--- config.mk ---
export PLATFORM = sky130hd
export DESIGN_NAME = hbridge_top
export DESIGN_NICKNAME = d
export VERILOG_FILES = /design/src/hw/hbridge_pkg.sv /design/src/hw/spi_reg_slave.sv /design/src/hw/bridge_driver.sv /design/src/hw/fet_guard.sv /design/src/hw/hbridge_top.sv
export SDC_FILE = /design/constraint.sdc
export NUM_CORES = 1
export LEC_CHECK = 0
export BUFFER_PORTS_ARGS = -buffer_cell sky130_fd_sc_hd__buf_2
export CAP_MARGIN = 0
export CORE_MARGIN = 2
export CORE_UTILIZATION = 45
export CTS_CLUSTER_DIAMETER = 30
export CTS_CLUSTER_SIZE = 25
export DETAILED_ROUTE_END_ITERATION = 16
export PLACE_DENSITY_LB_ADDON = 0.2
export SETUP_SLACK_MARGIN = 0.2
export SYNTH_ARGS = -nofsm -noshare
export SYNTH_HDL_FRONTEND = slang
export SYNTH_SLANG_ARGS = --single-unit
--- constraint.sdc ---
create_clock -name clk -period 2.7 [get_ports clk]
set_input_delay 0.27 -clock clk [delete_from_list [all_inputs] [get_ports clk]]
set_output_delay 0.27 -clock clk [all_outputs]
set_load 0.02 [all_outputs]
--- src/hw/hbridge_pkg.sv ---
// shared sizes, register map and bus structs for the four-bridge FET driver
// referenced by scoped names from every RTL file and the testbench
package hbridge_pkg;

  // bridge count and field widths
  localparam int num_bridges = 4;
  localparam int half_w = 16;
  localparam int dead_w = 8;

  // spi frame is rd + addr + data, msb first
  localparam int addr_w = 7;
  localparam int data_w = 16;
  localparam int frame_w = 1 + addr_w + data_w;
  // one spare bit so the counter can saturate past a full frame
  localparam int bit_cnt_w = $clog2(frame_w) + 1;

  // register map
  localparam logic [addr_w-1:0] addr_ctrl = 7'd0;
  // halves for bridges 0..3 sit at 1..4
  localparam logic [addr_w-1:0] addr_half0 = 7'd1;
  localparam logic [addr_w-1:0] addr_dead = 7'd5;
  // read-only, writing 1s clears fault latches
  localparam logic [addr_w-1:0] addr_status = 7'd6;
  localparam logic [addr_w-1:0] addr_id = 7'd7;

  localparam logic [data_w-1:0] id_value = 16'h4842;

  // 15 kHz at a 12 MHz clk
  localparam logic [half_w-1:0] reset_half = 16'd400;
  localparam logic [dead_w-1:0] reset_dead = 8'd6;

  // received spi frame, rd is the first bit on the wire
  typedef struct packed {
    logic rd;
    logic [addr_w-1:0] addr;
    logic [data_w-1:0] data;
  } spi_frame_t;

  // per-bridge configuration as seen by a driver
  typedef struct packed {
    logic enable;
    logic [half_w-1:0] half;
    logic [dead_w-1:0] dead;
  } bridge_cfg_t;

  // gate drives of one bridge, f1/f2 leg 1 and f3/f4 leg 2
  typedef struct packed {
    logic f1;
    logic f2;
    logic f3;
    logic f4;
  } fets_t;

  // the two drive patterns, 1001 and 0110
  localparam fets_t fets_drive_a = '{f1: 1'b1, f2: 1'b0, f3: 1'b0, f4: 1'b1};
  localparam fets_t fets_drive_b = '{f1: 1'b0, f2: 1'b1, f3: 1'b1, f4: 1'b0};

endpackage

--- src/hw/spi_reg_slave.sv ---
// spi mode 0 register slave, pins oversampled in the clk domain
// holds enable, half period and dead time registers and serves id and status reads
module spi_reg_slave (
  input  logic clk,
  input  logic reset_n,
  input  logic sck,
  input  logic ss_n,
  input  logic sdi,
  output logic sdo,
  input  logic [hbridge_pkg::num_bridges-1:0] fault,
  output hbridge_pkg::bridge_cfg_t cfg [hbridge_pkg::num_bridges],
  output logic [hbridge_pkg::num_bridges-1:0] fault_clear
);

  // two sync flops plus one more for edge detect
  logic [2:0] sck_q;
  logic [2:0] ss_q;
  logic [1:0] sdi_q;
  logic sck_rise;
  logic sck_fall;
  logic ss_rise;
  logic ss_active;

  hbridge_pkg::spi_frame_t frame_q;
  logic [hbridge_pkg::bit_cnt_w-1:0] bit_cnt_q;
  logic [hbridge_pkg::data_w-1:0] tx_q;
  logic [hbridge_pkg::data_w-1:0] rd_data;
  logic [hbridge_pkg::addr_w-1:0] rd_addr;
  logic wr_commit;

  // configuration registers
  logic [hbridge_pkg::num_bridges-1:0] enable_q;
  logic [hbridge_pkg::num_bridges-1:0][hbridge_pkg::half_w-1:0] half_q;
  logic [hbridge_pkg::dead_w-1:0] dead_q;
  logic [hbridge_pkg::num_bridges-1:0] fault_clear_q;

  always_ff @(posedge clk)
  begin
    if (!reset_n)
    begin
      // idle levels, sck low and ss high
      sck_q <= 3'b000;
      ss_q <= 3'b111;
      sdi_q <= 2'b00;
    end
    else
    begin
      sck_q <= {sck_q[1:0], sck};
      ss_q <= {ss_q[1:0], ss_n};
      sdi_q <= {sdi_q[0], sdi};
    end
  end

  assign sck_rise = sck_q[1] & ~sck_q[2];
  assign sck_fall = ~sck_q[1] & sck_q[2];
  assign ss_rise = ss_q[1] & ~ss_q[2];
  assign ss_active = ~ss_q[1];

  // sdi_q[1] lines up with sck_q[1], both two flops late
  always_ff @(posedge clk)
  begin
    if (ss_active && sck_rise)
    begin
      frame_q <= {frame_q[hbridge_pkg::frame_w-2:0], sdi_q[1]};
    end
  end

  // bit count and read shifter, both cleared while deselected
  always_ff @(posedge clk)
  begin
    if (!reset_n || !ss_active)
    begin
      bit_cnt_q <= '0;
      tx_q <= '0;
    end
    else
    begin
      // saturate so an overlong frame never wraps back to 24
      if (sck_rise && bit_cnt_q != '1)
      begin
        bit_cnt_q <= bit_cnt_q + 1'b1;
      end
      if (sck_fall)
      begin
        // first fall after the address byte puts data msb on sdo
        if (bit_cnt_q == hbridge_pkg::bit_cnt_w'(hbridge_pkg::addr_w + 1))
        begin
          tx_q <= frame_q[hbridge_pkg::addr_w] ? rd_data : '0;
        end
        else
        begin
          tx_q <= {tx_q[hbridge_pkg::data_w-2:0], 1'b0};
        end
      end
    end
  end

  assign sdo = tx_q[hbridge_pkg::data_w-1] & ss_active;

  // after 8 bits the address sits in the low bits of the shifter
  assign rd_addr = frame_q[hbridge_pkg::addr_w-1:0];

  always_comb
  begin
    rd_data = '0;
    case (rd_addr)
      hbridge_pkg::addr_ctrl:
        rd_data = {{(hbridge_pkg::data_w - hbridge_pkg::num_bridges){1'b0}}, enable_q};
      hbridge_pkg::addr_dead:
        rd_data = {{(hbridge_pkg::data_w - hbridge_pkg::dead_w){1'b0}}, dead_q};
      hbridge_pkg::addr_status:
        // live enables over fault latches
        rd_data = {{(hbridge_pkg::data_w - 2 * hbridge_pkg::num_bridges){1'b0}},
                   enable_q, fault};
      hbridge_pkg::addr_id:
        rd_data = hbridge_pkg::id_value;
      default:
      begin
        for (int b = 0; b < hbridge_pkg::num_bridges; b++)
        begin
          if (rd_addr == hbridge_pkg::addr_w'(hbridge_pkg::addr_half0 + b))
          begin
            rd_data = half_q[b];
          end
        end
      end
    endcase
  end

  // writes land on ss rising, only for exactly 24 bits
  assign wr_commit = ss_rise && !frame_q.rd &&
                     bit_cnt_q == hbridge_pkg::bit_cnt_w'(hbridge_pkg::frame_w);

  always_ff @(posedge clk)
  begin
    if (!reset_n)
    begin
      enable_q <= '0;
      half_q <= {hbridge_pkg::num_bridges{hbridge_pkg::reset_half}};
      dead_q <= hbridge_pkg::reset_dead;
      fault_clear_q <= '0;
    end
    else
    begin
      // clear pulse lasts one cycle
      fault_clear_q <= '0;
      if (wr_commit)
      begin
        case (frame_q.addr)
          hbridge_pkg::addr_ctrl:
            enable_q <= frame_q.data[hbridge_pkg::num_bridges-1:0];
          hbridge_pkg::addr_dead:
            dead_q <= frame_q.data[hbridge_pkg::dead_w-1:0];
          hbridge_pkg::addr_status:
            fault_clear_q <= frame_q.data[hbridge_pkg::num_bridges-1:0];
          default:
          begin
            // id and unmapped addresses match nothing here
            for (int b = 0; b < hbridge_pkg::num_bridges; b++)
            begin
              if (frame_q.addr == hbridge_pkg::addr_w'(hbridge_pkg::addr_half0 + b))
              begin
                half_q[b] <= frame_q.data[hbridge_pkg::half_w-1:0];
              end
            end
          end
        endcase
      end
    end
  end

  assign fault_clear = fault_clear_q;

  // a faulted bridge parks, so it restarts in drive A once cleared
  always_comb
  begin
    for (int b = 0; b < hbridge_pkg::num_bridges; b++)
    begin
      cfg[b].enable = enable_q[b] & ~fault[b];
      cfg[b].half = half_q[b];
      cfg[b].dead = dead_q;
    end
  end

  // register state and clear pulses only move right after ss rises
  a_commit_on_ss_rise: assert property (@(posedge clk) disable iff (!reset_n)
    (!$stable({enable_q, half_q, dead_q}) || fault_clear_q != '0) |-> $past(ss_rise));

endmodule

--- src/hw/bridge_driver.sv ---
// drive sequencer for one full bridge, A / dead / B / dead while enabled
// one instance per bridge, its raw gate pattern goes through the fet guard
module bridge_driver (
  input  logic clk,
  input  logic reset_n,
  input  hbridge_pkg::bridge_cfg_t cfg,
  output hbridge_pkg::fets_t raw_fets
);

  typedef enum logic [2:0] {
    st_park,
    st_drive_a,
    st_dead_a,
    st_drive_b,
    st_dead_b
  } state_t;

  state_t state_q;
  // cycles left in the current phase, minus one
  logic [hbridge_pkg::half_w-1:0] cnt_q;
  logic [hbridge_pkg::half_w-1:0] half_load;
  logic [hbridge_pkg::half_w-1:0] dead_load;
  logic dead_skip;
  logic phase_done;

  // half of 0 runs as 1
  assign half_load = (cfg.half == '0) ? '0 : cfg.half - 1'b1;
  assign dead_load = hbridge_pkg::half_w'(cfg.dead) - 1'b1;
  // zero dead time goes straight across
  assign dead_skip = (cfg.dead == '0);
  assign phase_done = (cnt_q == '0);

  always_ff @(posedge clk)
  begin
    if (!reset_n || !cfg.enable)
    begin
      state_q <= st_park;
      cnt_q <= '0;
    end
    else if (state_q == st_park)
    begin
      state_q <= st_drive_a;
      cnt_q <= half_load;
    end
    else if (!phase_done)
    begin
      cnt_q <= cnt_q - 1'b1;
    end
    else
    begin
      // phase over, cfg is sampled here for the next one
      case (state_q)
        st_drive_a:
        begin
          state_q <= dead_skip ? st_drive_b : st_dead_a;
          cnt_q <= dead_skip ? half_load : dead_load;
        end
        st_dead_a:
        begin
          state_q <= st_drive_b;
          cnt_q <= half_load;
        end
        st_drive_b:
        begin
          state_q <= dead_skip ? st_drive_a : st_dead_b;
          cnt_q <= dead_skip ? half_load : dead_load;
        end
        default:
        begin
          state_q <= st_drive_a;
          cnt_q <= half_load;
        end
      endcase
    end
  end

  // park and both dead phases keep all four off
  always_comb
  begin
    case (state_q)
      st_drive_a: raw_fets = hbridge_pkg::fets_drive_a;
      st_drive_b: raw_fets = hbridge_pkg::fets_drive_b;
      default: raw_fets = '0;
    endcase
  end

  a_leg_exclusive: assert property (@(posedge clk) disable iff (!reset_n)
    !(raw_fets.f1 && raw_fets.f2) && !(raw_fets.f3 && raw_fets.f4));

  // a direct swap between drives only when the dead time was zero
  a_dead_between: assert property (@(posedge clk) disable iff (!reset_n)
    ((raw_fets == hbridge_pkg::fets_drive_b && $past(raw_fets) == hbridge_pkg::fets_drive_a) ||
     (raw_fets == hbridge_pkg::fets_drive_a && $past(raw_fets) == hbridge_pkg::fets_drive_b))
    |-> $past(cfg.dead) == '0);

endmodule

--- src/hw/fet_guard.sv ---
// overcurrent fault latches and registered gate outputs for all bridges
// a latched fault holds that bridge off until the host clears it
module fet_guard (
  input  logic clk,
  input  logic reset_n,
  input  hbridge_pkg::fets_t raw_fets [hbridge_pkg::num_bridges],
  input  logic [hbridge_pkg::num_bridges-1:0] overcurrent,
  input  logic [hbridge_pkg::num_bridges-1:0] fault_clear,
  output hbridge_pkg::fets_t fets [hbridge_pkg::num_bridges],
  output logic [hbridge_pkg::num_bridges-1:0] fault
);

  // comparator inputs are asynchronous
  logic [hbridge_pkg::num_bridges-1:0] oc_meta_q;
  logic [hbridge_pkg::num_bridges-1:0] oc_sync_q;
  logic [hbridge_pkg::num_bridges-1:0] fault_q;

  always_ff @(posedge clk)
  begin
    if (!reset_n)
    begin
      oc_meta_q <= '0;
      oc_sync_q <= '0;
      fault_q <= '0;
    end
    else
    begin
      oc_meta_q <= overcurrent;
      oc_sync_q <= oc_meta_q;
      // set beats clear, so a clear with the pin still high does not hold
      fault_q <= oc_sync_q | (fault_q & ~fault_clear);
    end
  end

  assign fault = fault_q;

  // output flops, one cycle behind the drivers
  always_ff @(posedge clk)
  begin
    for (int b = 0; b < hbridge_pkg::num_bridges; b++)
    begin
      if (!reset_n || fault_q[b])
      begin
        fets[b] <= '0;
      end
      else
      begin
        fets[b] <= raw_fets[b];
      end
    end
  end

  for (genvar i = 0; i < hbridge_pkg::num_bridges; i++)
  begin : g_check
    // a fault seen this cycle means gates off on the next
    a_fault_blanks: assert property (@(posedge clk) disable iff (!reset_n)
      fault_q[i] |=> fets[i] == '0);
  end

endmodule

--- src/hw/hbridge_top.sv ---
// four-bridge FET driver top, spi slave feeding the drivers through the guard
// single clk domain, spi pins are oversampled inside the slave
module hbridge_top (
  input  logic clk,
  input  logic reset_n,
  input  logic sck,
  input  logic ss_n,
  input  logic sdi,
  output logic sdo,
  input  logic [hbridge_pkg::num_bridges-1:0] overcurrent,
  output hbridge_pkg::fets_t fets [hbridge_pkg::num_bridges]
);

  hbridge_pkg::bridge_cfg_t cfg [hbridge_pkg::num_bridges];
  hbridge_pkg::fets_t raw_fets [hbridge_pkg::num_bridges];
  logic [hbridge_pkg::num_bridges-1:0] fault;
  logic [hbridge_pkg::num_bridges-1:0] fault_clear;

  spi_reg_slave slave_i (
    .clk         (clk),
    .reset_n     (reset_n),
    .sck         (sck),
    .ss_n        (ss_n),
    .sdi         (sdi),
    .sdo         (sdo),
    .fault       (fault),
    .cfg         (cfg),
    .fault_clear (fault_clear)
  );

  // one sequencer per bridge
  for (genvar i = 0; i < hbridge_pkg::num_bridges; i++)
  begin : g_bridge
    bridge_driver driver_i (
      .clk      (clk),
      .reset_n  (reset_n),
      .cfg      (cfg[i]),
      .raw_fets (raw_fets[i])
    );
  end

  fet_guard guard_i (
    .clk         (clk),
    .reset_n     (reset_n),
    .raw_fets    (raw_fets),
    .overcurrent (overcurrent),
    .fault_clear (fault_clear),
    .fets        (fets),
    .fault       (fault)
  );

endmodule

* Yosys cells after proc, flatten, opt, wreduce, memory -nomap -nowiden
Cells that the tools add are included.
Cells by class: $add $sub $neg 10, equality and inequality tests 28, multiplexer cells 45, bitwise logic cells 20, reductions and logical operators 54
Operators by type and width (number):
- $mux 16 | 26
- $logic_not 16->1 | 8
- $sub 16x1->16 const B | 8
- $pmux 16 s4 | 1
- $eq 7x3->1 const B | 7
- $pmux 3 s3 | 4
- $pmux 4 s2 | 4
- $eq 7x2->1 const B | 4
- $eq 3x2->1 const B | 8
- $reduce_or 2->1 | 8
- $reduce_and 3->1 | 5
- $eq 7x1->1 const B | 2
- $logic_not 7->1 | 2
- $eq 3x1->1 const B | 4
- $logic_not 3->1 | 4
- $logic_or 1x1->1 | 9
- $mux 1 | 9
- $not 1->1 | 9
- $sub 8x1->9 const B | 1
- $and 1x1->1 | 8
- $logic_not 8->1 | 1
- $reduce_bool 2->1 | 4
- $add 6x1->6 const B | 1
- $eq 6x4->1 const B | 1
- other kinds (10) | 19
Word-level totals: bits in registers 238, bits of input ports 9, output and inout port bits 17, word-level logic and storage cells 203

* Depth between registers and ports, before layout
Gate-level depths: netlist of run 1.
depth after elaboration 8, gate-level depth with buffers 10, mapped depth without buffers 8

* Modules after synthesis
A second synthesis of run 1 with hierarchy kept.
Unflattened totals: cell total of the unflattened synthesis 1508, area total of the unflattened synthesis 13585.5 µm²
Modules (own cells, without submodules):
- spi_reg_slave | instances 1, cells an instance 584, area an instance 6105.9 µm², sequential area each 2922.8 µm²
- bridge_driver at g_bridge[0].driver_i ... | instances 3, cells an instance 215, area an instance 1670.4 µm², sequential area each 380.4 µm²
- bridge_driver at g_bridge[3].driver_i | instances 1, cells an instance 214, area an instance 1665.3 µm², sequential area each 380.4 µm²
- fet_guard | instances 1, cells an instance 65, area an instance 803.3 µm², sequential area each 560.5 µm²

* Worst setup path before layout of run 1
No wires, ideal clock.
path type flip-flop to flip-flop, from register slave_i.half_q (netlist bit slave_i.cfg[35]), to register g_bridge[2].driver_i.cnt_q[15] (netlist name), setup time 0.118 ns, data arrival time 2.148 ns, data required time 2.582 ns, path slack 0.434 ns, stages on the path, launching flop included 8, path buffers 1, clock period less this slack 2.266 ns, cells stage by stage dfxtp_1 -> buf_6 -> or4_4 -> or3b_4 -> or4_1 -> a22o_1 -> o221ai_1 -> nor2_1
Between the ends: cells in the longest elaborated chain, start to end 6, elaborated cells between the ends (all ways) 7, classes of those cells add/sub (1); mux (5); reduce/logical (1)
RTL lines:
- from (decl) | RTL line spi_reg_slave.sv:33 | logic [hbridge_pkg::num_bridges-1:0][hbridge_pkg::half_w-1:0] half_q;
- from (signal assigned) | RTL line spi_reg_slave.sv:139 | half_q <= {hbridge_pkg::num_bridges{hbridge_pkg::reset_half}};
- from (signal, indexed assignment) | RTL line spi_reg_slave.sv:163 | half_q[b] <= frame_q.data[hbridge_pkg::half_w-1:0];
- $sub 16x1->16 / $logic_not 16->1 (equally long branches) | RTL line bridge_driver.sv:27 | assign half_load = (cfg.half == '0) ? '0 : cfg.half - 1'b1;
- $mux 16 (*) | RTL line bridge_driver.sv:27
- $mux 16 | RTL line bridge_driver.sv:56, bridge_driver.sv:66
- $mux 16
- $mux 16 | RTL line bridge_driver.sv:45 | else if (!phase_done)
- $mux 16 (*) | RTL line bridge_driver.sv:40 | else if (state_q == st_park)
- to (signal assigned) | RTL line bridge_driver.sv:47 | cnt_q <= cnt_q - 1'b1;
- to (signal assigned) | RTL line bridge_driver.sv:56 | cnt_q <= dead_skip ? half_load : dead_load;
- to (signal assigned) | RTL line bridge_driver.sv:66 | cnt_q <= dead_skip ? half_load : dead_load;
- to (decl) | RTL line bridge_driver.sv:20 | logic [hbridge_pkg::half_w-1:0] cnt_q;
Every way passes the cells marked *; elsewhere a longest branch is shown, timed or not. A chain may end at the register's enable or synchronous reset.

* Final worst setup path of run 1
from register slave_i.half_q (netlist bit slave_i.cfg[33]), to register g_bridge[2].driver_i.cnt_q[15] (netlist name)
The elaborated chain is that of the path after synthesis.

==> results of run 1 <==
## flip-flops by register name, summed over array words and instances (netlist names)
name and count:
slave_i.sck_q 3, guard_i.fault 4, slave_i.dead_q 8, slave_i.fault_clear 4, slave_i.cfg 64, guard_i.fets 8, slave_i.bit_cnt_q 6, slave_i.ss_q 3
slave_i.tx_q 16, guard_i.oc_sync_q 4, g_bridge.driver_i.cnt_q 64, g_bridge.driver_i.state_q 12, slave_i.frame_q 24, slave_i.sdi_q 2, slave_i.enable_q 4, guard_i.oc_meta_q 4
## logic make-up after synthesis
logic type | Yosys count | synth area share, %
mux | 41 | 3.53
simple gates | 663 | 26.5
flops | 230 | 38.9
compound gates | 359 | 19.5
xor+xnor | 86 | 6.11
fa+ha+maj | 12 | 1.21
buf+inv | 131 | 4.32
## metal layers
layer,track usage (%),part of all wire [%],vias up
met3,4.84,7.8,79
li1,-,-,5644
met1,37.3,46,5433
met5,0,0,-
met2,39.0,43,502
met4,11.1,3.6,0
## metrics by stage
stage,cells,hold WS (ns),setup WS (ns)
after detailed placement,1901,0.391,0.257
after CTS,2012,0.0130,0.228
final,2014,0.0325,0.302
after global placement,1901,0.391,0.287
after global routing,2014,0.0617,0.154
after floorplan,1522,0.371,0.434
## cell usage after synthesis (all sizes together), types with 14 or more instances
cell | count | area [um2]
xnor2 | 42 | 375
nand2b | 17 | 106
a211oi | 16 | 130
nand2 | 214 | 803
o31ai | 14 | 105
a21oi | 87 | 435
xor2 | 44 | 385
a21boi | 52 | 390
nand3 | 48 | 240
edfxtp | 24 | 721
dfxtp | 206 | 4120
mux2i | 27 | 270
or3 | 21 | 131
nor4 | 33 | 219
inv | 32 | 120
clkbuf | 78 | 293
a22oi | 14 | 105
nor2b | 42 | 263
o21ai | 54 | 274
and2 | 28 | 175
a221oi | 16 | 140
or4 | 15 | 120
buf | 21 | 125
nand4 | 15 | 93.8
nor3 | 69 | 372
a31oi | 18 | 113
nor2 | 118 | 445
## repair_timing
action                                  in CTS  in global routing
gates resized for setup                      1                  5
pin swaps                                    0                  1
endpoints found under the setup margin       1                 41
setup buffers                                0                  2
hold buffers                                 7                  0
cloned                                       0                  0
hold endpoints to repair                     7                  0
## worst register-to-register path: cells and delay by family (launching register included)
kind,cells,cell delay [ns]
DFF,1,0.37
and+or+nand+nor,4,1.48
AOI/OAI and AO/OA,2,0.42
## layout make-up
cell class / count / area (um2)
repair buffers: 115 / 818
clock inverters: 37 / 399
clock buffers: 67 / 1570
multi-input cells: 1161 / 7110
fillers: 2428 / 11800
flip-flops and latches: 230 / 4840
inverters: 32 / 120
well taps: 372 / 465
## where the power goes
part	total (W)	switching, W	leakage (nW)	internal, W
Combinational	0.000110	0.0000595	3.02	0.0000502
Clock	0.00684	0.00221	0.938	0.00463
Sequential	0.00349	0.0000157	1.88	0.00347
## worst min-delay path by stage
stage | startpoint | end | cells after the start | slack, ns
after floorplan | ss_n | slave_i.ss_q[0]$_SDFF_PN1_ | 1 | 0.37
after global placement | slave_i.sdi_q[1]$_SDFF_PN0_ | slave_i.frame_q[0]$_DFFE_PP_ | 0 | 0.39
after detailed placement | slave_i.sdi_q[1]$_SDFF_PN0_ | slave_i.frame_q[0]$_DFFE_PP_ | 0 | 0.39
after CTS | reset_n | slave_i.dead_q[2]$_SDFFE_PN1P_ | 2 | 0.01
after global routing | reset_n | slave_i.dead_q[2]$_SDFFE_PN1P_ | 2 | 0.06
final | reset_n | slave_i.dead_q[2]$_SDFFE_PN1P_ | 2 | 0.03
==> flow_summary.yaml, run 1 <==
final_layout:
  area_growth_pct: 23.0
  fin_util_pct: 56.5
  final_cell_area_mm2: 0.0153
  n_antenna_cell: 0
  final_cell_mix: "nand2_1, dfxtp_1, nor2_1"
  final_common_cell: "nand2_1"
  final_nets: 1617
  drive_above_1_share_pct: 15.3
setup_path:
  cp.arrival_ns: 2.84
  rr_endpoint: "g_bridge[2].driver_i.cnt_q[15]$_SDFF_PP0_"
  crit_cells: 6
  critical_path.startpoint: "slave_i.cfg[33]$_SDFFE_PN0P_"
  start_kind: "flop"
  end_kind: "flop"
  cp_top_family: "simple AND/OR/NAND/NOR gates"
  rr_startpoint: "slave_i.cfg[33]$_SDFFE_PN0P_"
  crit_fanout: 7
  reg2reg_slack_ns: 0.30
  crit_chain: "or4_4 > or3b_4 > or4_1 > a22o_1 > o221ai_1 > nor2_1"
  max_stage_delay_ns: 0.58
  cp-endpoint: "g_bridge[2].driver_i.cnt_q[15]$_SDFF_PP0_"
  critPathKind: "flop to flop"
  critical_path.slowest_cell: "or4_4"
  reg2reg_depth: 6
  cp_num_buf_inv: 0
  critPathRequiredTime_ns: 3.14
timing:
  fin_setup_tns_ns: 0
  tightest_slew_ns: 0.837
  rsz0062_at_grt: "no"
  final-hold-violation-count: 0
  finalSetupViolations: 0
  max_slew_margin_pct: 44.2
  drv_slew: 0
  timing.final.crit_period_ns: 2.40
  period_share_pct: 88.8
  max_freq_ghz: 0.417
  fin_skew_ns: 0.0205
clock_tree:
  cts.clk_slew.worst_paths_ns: 0.05
  cts_buffer_depth: 3
  clockRootBuffer: "clkbuf_16"
  cts_inserted_buffers: 56
  cts_sinks: 230
  cts.htree.levels: 2
  cts_tree: "built"
  insertion_delay_ns: 0.57
place:
  post-dp-hpwl_um: 27200
  gp_congestion: 0.925
  place_area_mm2: 0.0132
  io_buffers: 25
logic_synthesis:
  syn_nets: 1543
  ys.flop_type: "dfxtp_1"
  yosysUniqueCellTypes: 86
  ys_ff_latch: 230
  async_flop_share_pct: 0
  yosysSeqAreaShare_pct: 38.9
  syn_avg_cell_area_um2: 8.18
  netlist_instances: 1522
  synth-edff-count: 24
  ys.warnings.count: 0
  synth.cell_area_mm2: 0.0125
floorplan:
  core_area_mm2: 0.0271
  die_x_um: 170
  die_h_um: 170
  ios: 26
  die_area_mm2: 0.0290
  std_cell_rows: 60
  start_util_pct: 46.0
run:
  timing.max_cap.violations: 0
detailed_routing:
  via_per_inst: 5.79
  drcViolationCount: 0
  drtIter0Drc: 1039
  first_pass_iters: 5
  routed_wl_um: 38300
  drtAntennaViolNets: 0
  num_vias: 11700
  wl_per_cell_um: 19.0
power:
  ir_drop_mv: 0.591
  leakage_nw: 5.84
  power_w: 0.0104
  pwr_density_cell_mw_per_mm2: 681
global_route:
  overflow: 0
  grt_max_degree: 64
  grt_pass1_wl_um: 60000
  antenna_found_initial: 0
  first_global_vias: 10900
  grt_usage_pct: 26.3
min_path:
  hold_path.class: "input port to flop"
status:
  status: "finished, final reports clean"
Power figures use the tool's default switching activity.
==> run 2: changes to the inputs <==
- CORE_UTILIZATION: 45 -> 55
==> run 2 against run 1 <==
Cell area shrank 2.8%. First-iteration DRC count grew 30%. Clock skew shrank 0.0048 ns. Worst hold slack gained 0.14 ns. Maximum frequency shrank 0.95%. Routed wire length shrank 2.8%. Critical path depth grew 1. Largest power group unchanged. Clock power shrank 14%. Utilization grew 9.8 points. Highest routed layer unchanged. Global-route usage grew 4.6 points. Non-clock buffer count shrank 5. Clock-buffer cell count shrank 16.
==> flow_summary.yaml, run 2 (same netlist as run 1, synthesis figures left out) <==
clock_tree:
  cts_inserted_buffers: 47
  cts.htree.levels: 2
  cts_tree: "built"
  clockRootBuffer: "clkbuf_16"
  cts.clk_slew.worst_paths_ns: 0.05
  cts_sinks: 230
  cts_buffer_depth: 3
  insertion_delay_ns: 0.54
min_path:
  hold_depth: 3
  holdPathEnd: "slave_i.cfg[37]$_SDFFE_PN1P_"
  worstHoldStart: "reset_n"
  hold_path.class: "input port to flop"
timing:
  rsz0062_at_grt: "no"
  fin_skew_ns: 0.0156
  timing.final.crit_period_ns: 2.42
  final-hold-violation-count: 0
  period_share_pct: 89.7
  fin_setup_tns_ns: 0
  max_slew_margin_pct: 52.6
  max_freq_ghz: 0.413
  finalSetupViolations: 0
  drv_slew: 0
  tightest_slew_ns: 0.706
power:
  leakage_nw: 5.71
  p_clk_share_pct: 62.1
  ir_drop_mv: 0.513
  p_switching_w: 0.00212
  comb_power_share_pct: 1.2
  pwr_density_cell_mw_per_mm2: 637
  seqPwrFrac_pct: 36.8
  swShare_pct: 22.3
  internal-power_w: 0.00737
detailed_routing:
  wl_per_cell_um: 19.5
  first_pass_iters: 6
  via_per_inst: 6.18
  drcViolationCount: 0
  num_vias: 11800
  drtIter0Drc: 1350
  drtAntennaViolNets: 0
  routed_wl_um: 37200
final_layout:
  final_common_cell: "nand2_1"
  fillers: 1785
  final_cell_area_mm2: 0.0149
  final_cell_mix: "nand2_1, dfxtp_1, nor2_1"
  area_growth_pct: 19.6
  drive_above_1_share_pct: 14.4
  final_nets: 1603
  n_antenna_cell: 0
place:
  io_buffers: 25
  post-dp-hpwl_um: 26400
  place_area_mm2: 0.0131
  gp_congestion: 0.974
setup_path:
  rr_endpoint: "slave_i.tx_q[1]$_SDFFE_PP0P_"
  critPathKind: "flop to flop"
  cp.arrival_ns: 2.82
  critical_path.slowest_cell: "edfxtp_1"
  end_kind: "flop"
  start_kind: "flop"
  critPathRequiredTime_ns: 3.09
  crit_chain: "buf_4 > a21oi_1 > a2111oi_0 > buf_4 > a211oi_1 > a211oi_1 > nor3_1"
  rr_startpoint: "slave_i.frame_q[1]$_DFFE_PP_"
  reg2reg_slack_ns: 0.28
  crit_fanout: 12
  max_stage_delay_ns: 0.68
  reg2reg_depth: 7
global_route:
  met3_usage_pct: 5.94
  grt_usage_pct: 30.8
  top_usage_layer: "met2"
  overflow: 0
  grt_pass1_wl_um: 59100
  grt_max_degree: 71
  antenna_found_initial: 0
  grt.met2_usage_pct: 45.2
  first_global_vias: 10900
  grtUsageMet1_pct: 43.2
floorplan:
  die_x_um: 154
  std_cell_rows: 55
  start_util_pct: 55.5
  die_h_um: 154
  die_area_mm2: 0.0239
  ios: 26
  core_area_mm2: 0.0224
run:
  timing.max_cap.violations: 0
status:
  status: "finished, final reports clean"
[run 2: cell types whose count changed in the layout (fill, tap and decap cells not counted), moves of 3 or more]
cell        previous run  this run
clkinvlp_4            10         2
clkinv_2               5         8
clkbuf_16             59        48
clkbuf_8               6         2
buf_4                 83        76
inv_8                  0         4
[run 2: critical path: cells and delay by family (launching register included)]
kind,cells,cell delay [ns]
AOI/OAI and AO/OA,4,1.02
DFF,1,0.68
buffers and inverters,2,0.49
and+or+nand+nor,1,0.08
[run 2: worst max path at each step]
| stage | startpoint | endpoint | slack [ns] | depth (start not counted) |
|---|---|---|---|---|
| floorplan | slave_i.cfg[35]$_SDFFE_PN0P_ | g_bridge[2].driver_i.cnt_q[15]$_SDFF_PP0_ | 0.43 | 7 |
| global placement | slave_i.bit_cnt_q[4]$_SDFFE_PP0P_ | slave_i.cfg[15]$_SDFFE_PN1P_ | 0.33 | 6 |
| detailed placement | slave_i.bit_cnt_q[4]$_SDFFE_PP0P_ | slave_i.cfg[15]$_SDFFE_PN1P_ | 0.25 | 6 |
| CTS | slave_i.frame_q[19]$_DFFE_PP_ | slave_i.cfg[15]$_SDFFE_PN1P_ | 0.27 | 6 |
| global route | slave_i.frame_q[1]$_DFFE_PP_ | slave_i.tx_q[1]$_SDFFE_PP0P_ | 0.20 | 7 |
| finish | slave_i.frame_q[1]$_DFFE_PP_ | slave_i.tx_q[1]$_SDFFE_PP0P_ | 0.28 | 7 |
[run 2: timing repair]
action	CTS	global route
endpoints found under the setup margin	0	47
resized for setup	0	10
endpoints found under the hold margin	7	0
setup buffers	0	2
hold buffers	7	0
[run 2: power groups by stage]
stage	Clock [W]	Combinational, W	Sequential, W
after floorplan	0	0.0000687	0.00354
after global placement	0	0.000100	0.00355
after detailed placement	0	0.000101	0.00355
after CTS	0.00594	0.000109	0.00349
after global routing	0.00610	0.000119	0.00348
final	0.00588	0.000111	0.00349
[run 2: metal layers]
metal  vias to the layer above  wire (um)
met5                         -          0
met4                         0       1960
met3                       112       2970
met2                       591      15800
met1                      5447      16400
li1                       5620          -
[run 2: area by class of cell]
| class | instances | area (um2) | area share [%] |
|---|---|---|---|
| clock inverters | 36 | 399 | 2.68 |
| inverters | 32 | 120 | 0.807 |
| clock buffers | 51 | 1230 | 8.28 |
| flip-flops and latches | 230 | 4840 | 32.5 |
| multi-input cells | 1161 | 7130 | 47.9 |
| repair buffers | 110 | 806 | 5.41 |
| well taps | 285 | 357 | 2.39 |
[run 2: through the flow]
step / util (%) / setup slack (ns) / hold slack, ns / power (W) / instances
2_1_floorplan: - / 0.434 / 0.371 / 0.00361 / 1522
3_3_place_gp: 58.5 / 0.331 / 0.389 / 0.00365 / 1809
3_5_place_dp: 58.5 / 0.245 / 0.401 / 0.00365 / 1809
4_1_cts: 66.1 / 0.266 / 0.160 / 0.00953 / 1903
5_1_grt: 66.4 / 0.200 / 0.188 / 0.00970 / 1905
6_report: 66.4 / 0.279 / 0.170 / 0.00948 / 1905
